**src/verilog/lvda_pkg.sv**
```systemverilog
package lvda_pkg;

    // ######################################################################
    // Widths
    // ######################################################################

    localparam int PIO_ADDR_W = 9;
    localparam int PIO_DATA_W = 26;
    localparam int BRD_W      = 26;
    localparam int DISC_IN_W  = 8;
    localparam int INTR_W     = 7;
    localparam int PENDING_W  = INTR_W + 1;
    localparam int COUNT_W    = 16;

    // A filtered bit follows its input after this many equal samples.
    localparam int FILTER_CYCLES = 4;
    localparam int FILTER_CNT_W  = $clog2(FILTER_CYCLES);

    // ######################################################################
    // Types
    // ######################################################################

    typedef logic [PIO_ADDR_W-1:0]   pio_addr_t;
    typedef logic [PIO_DATA_W-1:0]   pio_data_t;
    typedef logic [BRD_W-1:0]        brd_t;
    typedef logic [DISC_IN_W-1:0]    disc_in_t;
    typedef logic [INTR_W-1:0]       intr_in_t;
    typedef logic [COUNT_W-1:0]      count_t;
    typedef logic [FILTER_CNT_W-1:0] filt_cnt_t;

    // Bit 0 is the countdown expiry, bits 1 to 7 are the external lines.
    typedef logic [PENDING_W-1:0] int_pending_t;

    typedef struct packed {
        pio_addr_t addr;
        logic      write;
        pio_data_t wdata;
    } pio_cmd_t;

    typedef struct packed {
        logic      disc_out_we;
        logic      int_reset;
        logic      count_load;
        pio_data_t wdata;
    } pio_strobe_t;

    typedef enum logic [1:0] {
        IDLE,
        EXEC,
        ACK,
        WAIT_REL
    } pio_state_t;

    // ######################################################################
    // PIO address map
    // ######################################################################

    localparam pio_addr_t ADDR_DISC_OUT = 9'h004;
    localparam pio_addr_t ADDR_COUNT    = 9'h010;
    localparam pio_addr_t ADDR_INT      = 9'h01C;
    localparam pio_addr_t ADDR_DISC_IN  = 9'h038;

endpackage

```
**src/verilog/discrete_out_regs.sv**
```systemverilog
module discrete_out_regs (
    input  logic                  sim_clk,
    input  logic                  rst_n,
    input  lvda_pkg::pio_strobe_t strobe,
    output lvda_pkg::brd_t        brd
);

    lvda_pkg::brd_t brd_d;

    // The buffer register holds its value until the computer
    // writes a new word to it.
    always_comb begin
        brd_d = brd;
        if (strobe.disc_out_we) begin
            brd_d = lvda_pkg::brd_t'(strobe.wdata);
        end
    end

    // These lines drive vehicle discretes, so they start out inactive.
    always_ff @(posedge sim_clk or negedge rst_n) begin
        if (!rst_n) begin
            brd <= '0;
        end else begin
            brd <= brd_d;
        end
    end

endmodule

```
**src/verilog/input_filter.sv**
```systemverilog
module input_filter #(
    parameter int WIDTH = 8
) (
    input  logic             sim_clk,
    input  logic             rst_n,
    input  logic [WIDTH-1:0] raw,
    output logic [WIDTH-1:0] clean
);

    logic [WIDTH-1:0] sync_a;
    logic [WIDTH-1:0] sync_b;

    // The raw lines are asynchronous to the clock.
    always_ff @(posedge sim_clk or negedge rst_n) begin
        if (!rst_n) begin
            sync_a <= '0;
            sync_b <= '0;
        end else begin
            sync_a <= raw;
            sync_b <= sync_a;
        end
    end

    // ######################################################################
    // Per-bit stability counters
    // ######################################################################

    for (genvar i = 0; i < WIDTH; i++) begin : g_bit
        lvda_pkg::filt_cnt_t stable_cnt;

        // The counter only runs while the synchronized bit disagrees with
        // the filtered output, so any glitch shorter than the window
        // drops it back to zero.
        always_ff @(posedge sim_clk or negedge rst_n) begin
            if (!rst_n) begin
                stable_cnt <= '0;
                clean[i]   <= 1'b0;
            end else if (sync_b[i] == clean[i]) begin
                stable_cnt <= '0;
            end else if (stable_cnt == lvda_pkg::filt_cnt_t'(lvda_pkg::FILTER_CYCLES - 1)) begin
                stable_cnt <= '0;
                clean[i]   <= sync_b[i];
            end else begin
                stable_cnt <= stable_cnt + 1'b1;
            end
        end
    end

endmodule

```
**src/verilog/interrupt_proc.sv**
```systemverilog
module interrupt_proc (
    input  logic                   sim_clk,
    input  logic                   rst_n,
    input  lvda_pkg::pio_strobe_t  strobe,
    input  lvda_pkg::intr_in_t     intr,
    output lvda_pkg::int_pending_t pending,
    output logic                   intc
);

    lvda_pkg::intr_in_t     intr_q;
    lvda_pkg::intr_in_t     intr_rise;
    lvda_pkg::count_t       count_q;
    logic                   expire;
    lvda_pkg::int_pending_t pend_set;
    lvda_pkg::int_pending_t pend_clr;
    lvda_pkg::int_pending_t pend_d;

    // ######################################################################
    // Countdown timer
    // ######################################################################

    // Only a decrement from 1 to 0 counts as expiry; a reload or a load
    // of zero does not.
    assign expire = !strobe.count_load && (count_q == lvda_pkg::count_t'(1));

    always_ff @(posedge sim_clk or negedge rst_n) begin
        if (!rst_n) begin
            count_q <= '0;
        end else if (strobe.count_load) begin
            count_q <= strobe.wdata[lvda_pkg::COUNT_W-1:0];
        end else if (count_q != '0) begin
            count_q <= count_q - 1'b1;
        end
    end

    // ######################################################################
    // Pending register
    // ######################################################################

    always_comb begin
        intr_rise = intr & ~intr_q;
        pend_set  = {intr_rise, expire};
        pend_clr  = '0;
        if (strobe.int_reset) begin
            pend_clr = strobe.wdata[lvda_pkg::PENDING_W-1:0];
        end
        // A new event wins over a clear in the same cycle.
        pend_d = (pending & ~pend_clr) | pend_set;
    end

    always_ff @(posedge sim_clk or negedge rst_n) begin
        if (!rst_n) begin
            intr_q  <= '0;
            pending <= '0;
        end else begin
            intr_q  <= intr;
            pending <= pend_d;
        end
    end

    // Built from the value loaded into the pending register, so intc
    // rises and falls on the same edge as the pending bits.
    always_ff @(posedge sim_clk or negedge rst_n) begin
        if (!rst_n) begin
            intc <= 1'b0;
        end else begin
            intc <= |pend_d;
        end
    end

endmodule

```
**src/verilog/lvda.sv**
```systemverilog
module lvda (
    input  logic                  sim_clk,
    input  logic                  rst_n,
    input  logic                  pio_req,
    input  lvda_pkg::pio_cmd_t    pio_cmd,
    input  lvda_pkg::disc_in_t    dis,
    input  lvda_pkg::intr_in_t    intr_raw,
    output logic                  pio_ack,
    output lvda_pkg::pio_data_t   pio_rdata,
    output lvda_pkg::brd_t        brd,
    output logic                  intc
);

    lvda_pkg::disc_in_t     disc_clean;
    lvda_pkg::intr_in_t     intr_clean;
    lvda_pkg::pio_strobe_t  strobe;
    lvda_pkg::int_pending_t pending;

    // ######################################################################
    // Input protection
    // ######################################################################

    input_filter #(
        .WIDTH($bits(lvda_pkg::disc_in_t))
    ) dis_filter_i (
        .sim_clk(sim_clk),
        .rst_n  (rst_n),
        .raw    (dis),
        .clean  (disc_clean)
    );

    input_filter #(
        .WIDTH($bits(lvda_pkg::intr_in_t))
    ) intr_filter_i (
        .sim_clk(sim_clk),
        .rst_n  (rst_n),
        .raw    (intr_raw),
        .clean  (intr_clean)
    );

    // ######################################################################
    // PIO decode and registers
    // ######################################################################

    pio_decode pio_decode_i (
        .sim_clk  (sim_clk),
        .rst_n    (rst_n),
        .pio_req  (pio_req),
        .pio_cmd  (pio_cmd),
        .brd      (brd),
        .disc_in  (disc_clean),
        .pending  (pending),
        .strobe   (strobe),
        .pio_ack  (pio_ack),
        .pio_rdata(pio_rdata)
    );

    discrete_out_regs disc_out_i (
        .sim_clk(sim_clk),
        .rst_n  (rst_n),
        .strobe (strobe),
        .brd    (brd)
    );

    interrupt_proc int_proc_i (
        .sim_clk(sim_clk),
        .rst_n  (rst_n),
        .strobe (strobe),
        .intr   (intr_clean),
        .pending(pending),
        .intc   (intc)
    );

endmodule

```
**src/verilog/pio_decode.sv**
```systemverilog
module pio_decode (
    input  logic                   sim_clk,
    input  logic                   rst_n,
    input  logic                   pio_req,
    input  lvda_pkg::pio_cmd_t     pio_cmd,
    input  lvda_pkg::brd_t         brd,
    input  lvda_pkg::disc_in_t     disc_in,
    input  lvda_pkg::int_pending_t pending,
    output lvda_pkg::pio_strobe_t  strobe,
    output logic                   pio_ack,
    output lvda_pkg::pio_data_t    pio_rdata
);

    lvda_pkg::pio_state_t state;
    lvda_pkg::pio_state_t state_d;
    lvda_pkg::pio_cmd_t   cmd_q;
    lvda_pkg::pio_data_t  rdata_sel;
    logic                 exec_write;

    // ######################################################################
    // Four-phase handshake
    // ######################################################################

    always_comb begin
        state_d = state;
        case (state)
            lvda_pkg::IDLE: begin
                if (pio_req) begin
                    state_d = lvda_pkg::EXEC;
                end
            end
            lvda_pkg::EXEC: begin
                state_d = lvda_pkg::ACK;
            end
            lvda_pkg::ACK: begin
                // The acknowledge is held for as long as the computer
                // keeps its request up.
                if (!pio_req) begin
                    state_d = lvda_pkg::WAIT_REL;
                end
            end
            default: begin
                state_d = lvda_pkg::IDLE;
            end
        endcase
    end

    always_ff @(posedge sim_clk or negedge rst_n) begin
        if (!rst_n) begin
            state   <= lvda_pkg::IDLE;
            pio_ack <= 1'b0;
        end else begin
            state   <= state_d;
            pio_ack <= (state_d == lvda_pkg::ACK);
        end
    end

    // The command is captured when the request is first seen.
    always_ff @(posedge sim_clk) begin
        if (state == lvda_pkg::IDLE && pio_req) begin
            cmd_q <= pio_cmd;
        end
    end

    // ######################################################################
    // Address decode
    // ######################################################################

    always_comb begin
        exec_write         = (state == lvda_pkg::EXEC) && cmd_q.write;
        strobe.disc_out_we = exec_write && (cmd_q.addr == lvda_pkg::ADDR_DISC_OUT);
        strobe.int_reset   = exec_write && (cmd_q.addr == lvda_pkg::ADDR_INT);
        strobe.count_load  = exec_write && (cmd_q.addr == lvda_pkg::ADDR_COUNT);
        strobe.wdata       = cmd_q.wdata;
    end

    // Unmapped addresses read as zero.
    always_comb begin
        case (cmd_q.addr)
            lvda_pkg::ADDR_DISC_OUT: rdata_sel = lvda_pkg::pio_data_t'(brd);
            lvda_pkg::ADDR_DISC_IN:  rdata_sel = lvda_pkg::pio_data_t'(disc_in);
            lvda_pkg::ADDR_INT:      rdata_sel = lvda_pkg::pio_data_t'(pending);
            default:                 rdata_sel = '0;
        endcase
    end

    always_ff @(posedge sim_clk) begin
        if (state == lvda_pkg::EXEC) begin
            pio_rdata <= rdata_sel;
        end
    end

endmodule
```
**config.mk**
```make
export PLATFORM = sky130hd
export DESIGN_NAME = lvda
export DESIGN_NICKNAME = d
export VERILOG_FILES = /design/src/verilog/lvda_pkg.sv /design/src/verilog/discrete_out_regs.sv /design/src/verilog/input_filter.sv /design/src/verilog/interrupt_proc.sv /design/src/verilog/lvda.sv /design/src/verilog/pio_decode.sv
export SDC_FILE = /design/constraint.sdc
export NUM_CORES = 1
export LEC_CHECK = 0
export ABC_AREA = 1
export BUFFER_PORTS_ARGS = -buffer_cell sky130_fd_sc_hd__buf_2
export CAP_MARGIN = 20
export CORE_UTILIZATION = 48
export DETAILED_ROUTE_END_ITERATION = 8
export PLACE_DENSITY = 0.69
export SLEW_MARGIN = 20
export SYNTH_ARGS = -nofsm -noshare
export SYNTH_HDL_FRONTEND = slang
export SYNTH_SLANG_ARGS = --single-unit
```
**constraint.sdc**
```tcl
create_clock -name sim_clk -period 2.84 [get_ports sim_clk]
set_input_delay 0.142 -clock sim_clk [delete_from_list [all_inputs] [get_ports sim_clk]]
set_output_delay 0.142 -clock sim_clk [all_outputs]
set_load 0.02 [all_outputs]
```
==> qor.yml, run 1 <==
layout-drive-gt1-share_pct: 20.9
slew_violations: 0
cp.arrival_ns: 2.15
setup_viol: 0
p_leak_nw: 4.43
maxCapViolations: 0
firstDrtPassIters: 4
path_clk_slew_ns: 0.07
relSlewSlack_pct: 58.5
antenna_found_initial: 0
totalWireLength_um: 15200
path_class: "register to register"
overflow: 0
place_congestion: 0.846
setup_tns_ns: 0
avgRoutedWirePerCell_um: 14.1
cts_setup_buffers: 0
start_util_pct: 49.2
critPathLaunchType: "register"
slowest_delay_ns: 0.47
dr_total_vias: 5171
routed_via_density: 4.78
postLayoutCellArea_sq_um: 9640
worst_pin_slew_ns: 0.619
skew_ns: 0.00682
path_cells: "nor2_2 -> nand2_2 -> nor2_8 -> nand2_4 -> nand3_2 -> inv_1 -> nor2_1 -> a21oi_1"
fp.dieW_um: 129
synth_edf_count: 62
hold_path.class: "input pin to register"
peakVddDrop_v: 0.000471
syn_area_per_cell_sq_um: 11.5
dp_hpwl_um: 10700
numPortBuffers: 107
crit_required_ns: 3.15
grt_pass1_vias: 5251
synth_ff_type: "dfrtp_1"
seq_area_frac_synth_pct: 67.7
ios: 108
nets: 924
dieHeight_um: 129
core-area_sq_um: 15800
rsz0062_at_grt: "no"
postRouteAntennaNets: 0
grt_usage_pct: 19.5
ys_warn_count: 0
num_antenna_cells: 0
crit_fanout: 16
die-area_sq_um: 16700
period_minus_slack_ns: 1.84
synth.ff_latch_count: 198
hold_viol: 0
synth_cells: 679
syn_to_final_growth_pct: 24.0
cp-end-kind: "register"
critPathSlowestCell: "edfxtp_1"
root_buffer: "clkbuf_16"
fillers: 1240
syn_area_sq_um: 7780
dpl_cell_area_sq_um: 8540
grt_first_pass_wirelength_um: 24500
rows: 46
drc: 0
totalPowerFinal_mw: 8.24
clk_latency_ns: 0.43
max_freq_mhz: 544
outcome: "finished, final reports clean"
power.density_nw_per_um2: 854
htree_levels: 4
async_flop_share_pct: 68.7
timing.final.crit_share_pct: 64.7
cts_buffer_depth: 2
synth_fp_nets: 751
numCtsBuffers: 17
yosys.cell_types.count: 33
hold-worst-slack_ns: 0.0925
cts_sinks: 198
tritoncts: "done"
first_iter_violations: 229
grt_max_degree: 66
where the power goes:
group	switching, mW	leakage, nW	internal, mW
sequential	0.400	2.28	3.71
combinational	1.13	1.89	0.663
clock	1.03	0.270	1.30
routing by layer:
metal	GRT usage, %	vias to the layer above	wire length (um)
met2	33.3	159	7440
met4	8.03	0	228
met1	24.0	2472	6720
li1	-	2524	-
met3	4.42	16	794
met5	0	-	0
state kept, by name, summed over array words and instances (netlist names), 8 cells and up:
| name | cells |
|---|---|
| pio_decode_i.cmd_q | 10 |
| dis_filter_i.clean | 8 |
| int_proc_i.count_q | 16 |
| dis_filter_i.sync_a | 8 |
| dis_filter_i.g_bit.stable_cnt | 16 |
| pio_decode_i.pio_rdata | 26 |
| disc_out_i.brd | 26 |
| dis_filter_i.sync_b | 8 |
| int_proc_i.pending | 8 |
| pio_decode_i.strobe | 26 |
| intr_filter_i.g_bit.stable_cnt | 14 |
metrics by stage:
stage | utilization [%] | setup WS [ns] | std cells
after floorplan | - | 0.226 | 679
after global placement | 54.0 | 1.07 | 997
after detailed placement | 54.0 | 0.975 | 997
after CTS | 60.9 | 0.979 | 1081
after global routing | 60.9 | 0.799 | 1081
final | 60.9 | 1.00 | 1081
worst max-delay path, delay by kind of cell, from the launching register on:
| family | cells | cell delay (ns) |
|---|---|---|
| and+or+nand+nor | 6 | 1.08 |
| buffers and inverters | 1 | 0.13 |
| AOI/OAI and AO/OA | 1 | 0.04 |
| DFF | 1 | 0.47 |
cell usage after synthesis, drive strengths merged (3+ instances only):
cell type  instances  area [sq um]
edfxtp            62          1860
inv               97           367
nor2              86           442
xor2               4          35.0
nand4              3          18.8
xnor2             16           140
ha                18           225
buf               12           109
nand3             33           183
o211ai            11          82.6
a21oi             14          70.1
dfrtp            136          3400
nor3              21           115
or2                3          18.8
nand2            122           473
o21ai             40           215
area by class of cell:
type / count / area, sq um / share of cell area [%]
Sequential cell: 198 / 5270 / 54.6
Multi-Input combinational cell: 372 / 2050 / 21.2
Timing Repair Buffer: 166 / 1110 / 11.6
Clock buffer: 17 / 425 / 4.41
Inverter: 97 / 367 / 3.80
Tap cell: 216 / 270 / 2.80
Clock inverter: 15 / 155 / 1.61
repair_timing:
| item | 4_1_cts | 5_1_grt |
|---|---|---|
| hold buffers | 52 | 0 |
| hold endpoints to repair | 113 | 0 |
| endpoints found under the setup margin | 0 | 0 |
| resized for setup | 0 | 0 |
cell families (layout without fill, tap and decap cells):
family          count (synthesis)  in the layout  synth area share, %
compound gates                 65             65                 4.73
buf+inv                       109            295                 6.11
xor+xnor                       20             20                 2.25
flops                         198            198                 67.7
fa+ha+maj                      18             18                 2.89
simple gates                  269            269                 16.3
placed cells by master, fill, tap and decap left out, drive strengths merged:
cell	n
a21oi	14
buf	114
bufinv	2
clkbuf	17
clkinv	6
clkinvlp	5
dfrtp	136
dlygate4sd3	52
edfxtp	62
ha	18
inv	99
nand2	122
nand3	33
nand4	3
nor2	86
nor3	21
nor4	1
o211ai	11
o21ai	40
or2	3
xnor2	16
xor2	4
path summary, 6_finish.rpt:
kind / start / to / slack [ns] / cells after the start
max: pio_decode_i.cmd_q[32] / int_proc_i.count_q[0] / 1.00 / 8
min: pio_req / pio_decode_i.state[0] / 0.09 / 4
max reg2reg: pio_decode_i.cmd_q[32] / int_proc_i.count_q[0] / 1.00 / 8
min reg2reg: intr_filter_i.sync_a[4] / intr_filter_i.sync_b[4] / 0.35 / 0
max in group asynchronous: rst_n / dis_filter_i.g_bit[0].stable_cnt[1] / 1.74 / 3
min in group asynchronous: rst_n / intr_filter_i.sync_a[6] / 0.26 / 2
Note: power is estimated with default switching activity, not from simulation.
==> inputs of run 2 (changes only) <==
--- a/config.mk
+++ b/config.mk
@@ -5,12 +5,12 @@
 export SDC_FILE = /design/constraint.sdc
 export NUM_CORES = 1
 export LEC_CHECK = 0
-export ABC_AREA = 1
+export ABC_AREA = 0
 export BUFFER_PORTS_ARGS = -buffer_cell sky130_fd_sc_hd__buf_2
 export CAP_MARGIN = 20
 export CORE_UTILIZATION = 48
 export DETAILED_ROUTE_END_ITERATION = 8
-export PLACE_DENSITY = 0.69
+export PLACE_DENSITY = 0.72
 export SLEW_MARGIN = 20
 export SYNTH_ARGS = -nofsm -noshare
 export SYNTH_HDL_FRONTEND = slang
==> constraint.sdc (replaced) <==
create_clock -name sim_clk -period 1.6 [get_ports sim_clk]
set_input_delay 0.08 -clock sim_clk [delete_from_list [all_inputs] [get_ports sim_clk]]
set_output_delay 0.08 -clock sim_clk [all_outputs]
set_load 0.02 [all_outputs]
==> qor.yml, run 2 <==
layout-drive-gt1-share_pct: 41.1  # +20 points
crit_fanout: 4  # -12
totalWireLength_um: 16800  # +11%
setup_viol: 62  # +62
power.density_nw_per_um2: 1560  # +83%
place_congestion: 0.916  # +8.3%
root_buffer: "clkbuf_16"
r2r_setup_slack_ns: -0.45  # -1.46 ns
final_common_cell: "dfrtp_1"
outcome: "finished with violations"
relSlewSlack_pct: 77.7  # +19 points
core-area_sq_um: 15100  # -4.3%
peakVddDrop_v: 0.000971  # +110%
num_antenna_cells: 0  # unchanged
synth_top_area_cell: "dfrtp_1"
clk_latency_ns: 0.45  # +0.02 ns
seq_area_frac_synth_pct: 71.1  # +3.4 points
synth_top_area_share_pct: 45.9  # +2.2 points
first_iter_violations: 232  # +1.3%
rows: 45  # -2.2%
postRouteAntennaNets: 0  # unchanged
antenna_found_initial: 0  # unchanged
cts_sinks: 198  # unchanged
synth_edf_count: 62  # unchanged
async_flop_share_pct: 68.7  # unchanged
final_util_pct: 68.6  # +7.6 points
avgRoutedWirePerCell_um: 17.8  # +27%
netlist_top_cells_count: "dfrtp_1 (136), edfxtp_1 (62), mux2_2 (32), nand2_1 (32), nor3_1 (24)"
syn_to_final_growth_pct: 40.2
path_clk_slew_ns: 0.07  # about the same
htree_levels: 4  # unchanged
finalWorstSetupSlack_ns: -0.454  # -1.46 ns
numCtsBuffers: 17  # unchanged
synth_ff_type: "dfrtp_1"
dp_hpwl_um: 10300  # -3.2%
yosysMostFrequentCell: "dfrtp_1"
hold_viol: 0  # unchanged
dr_total_vias: 4974  # -3.8%
synth.ff_latch_count: 198  # unchanged
yosys-top-cells-area: "dfrtp_1 (46%), edfxtp_1 (25%), mux2_2 (4.9%)"
synth_fp_nets: 575  # -23%
violations: "negative setup slack"
firstDrtPassIters: 4  # unchanged
drc: 0  # unchanged
maxCapViolations: 0  # unchanged
synth_cells: 503  # -26%
die-area_sq_um: 15900  # -4.7%
cts_buffer_depth: 2  # unchanged
grt_usage_pct: 21.6  # +2.0 points
grt_first_pass_wirelength_um: 25700  # +5.0%
grt_pass1_vias: 5115  # -2.6%
path_class: "register to register"
start_util_pct: 48.9  # -0.25 points
crit_required_ns: 1.90  # -1.25 ns
tritoncts: "done"
nets: 813  # -12%
setup_tns_ns: -6.99  # -6.99 ns
p_leak_nw: 4.68  # +5.6%
routed_via_density: 5.28  # +10%
slew_violations: 0  # unchanged
rsz0062_at_grt: "yes"
dieHeight_um: 126  # -2.4%
syn_area_sq_um: 7410  # -4.8%
overflow: 0  # unchanged
hold_path.class: "input pin to asynchronous set/reset pin"
cp-end-kind: "register"
ios: 108  # unchanged
cp.arrival_ns: 2.36  # +0.21 ns
timing.final.crit_share_pct: 128  # +64 points
totalPowerFinal_mw: 16.2  # +97%
numPortBuffers: 107  # unchanged
max_freq_mhz: 487  # -11%
ys_warn_count: 0  # unchanged
critPathLaunchType: "register"
layout_common_cells: "dfrtp_1 (134), buf_2 (106), edfxtp_1 (62), dlygate4sd3_1 (53), buf_4 (49)"
yosys.cell_types.count: 55  # +67%
worst_pin_slew_ns: 0.334  # -0.285 ns
period_minus_slack_ns: 2.05  # +0.216 ns
skew_ns: 0.0170  # +0.0102 ns
fp.dieW_um: 126  # -2.4%
grt_max_degree: 59  # -11%
syn_area_per_cell_sq_um: 14.7  # +29%
## run 2: per-layer routing
layer  routed length, um  global-route usage (%)  vias to the layer above
met2                8740                    36.4                      152
met5                   0                       0                        -
met3                 833                    4.50                       26
li1                    -                       -                     2273
met1                6950                    26.9                     2523
met4                 285                    9.71                        0
## run 2: report_power, final
group          internal, mW  switching (mW)  leakage [nW]
Sequential             6.54           0.803          2.26
Clock                  2.63            1.87         0.305
Combinational          2.20            2.15          2.11
## run 2: worst max-delay path, stage by stage (launching register included)
cell       delay, ns
edfxtp_1        0.43
and4bb_1        0.34
buf_4           0.15
nand4_1         0.10
o2bb2ai_1       0.17
nor4_1          0.27
or4b_1          0.46
## run 2: what timing repair did
item,in CTS,in global routing
pin swaps,17,16
buffers inserted,11,10
hold buffers,53,0
endpoints found under the hold margin,188,0
cloned,3,0
resized for setup,61,34
setup endpoints to repair,67,69
## run 2: layout make-up
type	count	area [sq um]
Inverter	15	56.3
Multi-Input combinational cell	277	2420
Sequential cell	198	5270
Timing Repair Buffer	232	1780
Fill cell	987	4760
Clock buffer	17	425
Tap cell	188	235
Clock inverter	15	200
## run 2: per-stage QoR
step	hold slack [ns]	setup WS, ns	std cells	area, sq um
CTS	0.0997	-0.408	936	10200
floorplan	-0.216	-0.366	503	7530
finish	0.0971	-0.454	942	10400
global route	0.129	-0.522	942	10400
detailed placement	-0.0125	-0.460	837	8660
global placement	-0.0191	-0.386	837	8660
## run 2: logic make-up (layout without fill, tap and decap cells)
| group | count (synthesis) | after routing | share of synthesized area [%] |
|---|---|---|---|
| XOR/XNOR | 24 | 24 | 2.84 |
| flip-flops | 198 | 198 | 71.1 |
| buffers and inverters | 28 | 279 | 1.55 |
| multiplexers | 33 | 33 | 5.00 |
| AO/OA/AOI/OAI | 51 | 51 | 4.63 |
| AND/OR/NAND/NOR | 151 | 151 | 11.9 |
| adder cells (fa/ha/maj) | 18 | 18 | 3.04 |
## run 2: worst paths after layout
kind                                              from                       to  depth (start not counted)
max in group asynchronous                        rst_n   intr_filter_i.clean[0]                          3
worst max-delay path            pio_decode_i.cmd_q[28]          int_proc_i.intc                          6
worst max register to register  pio_decode_i.cmd_q[28]          int_proc_i.intc                          6
min in group sim_clk                       intr_raw[6]  intr_filter_i.sync_a[6]                          2
worst min-delay path                             rst_n       disc_out_i.brd[18]                          2
worst min register to register  dis_filter_i.sync_a[6]   dis_filter_i.sync_b[6]                          0
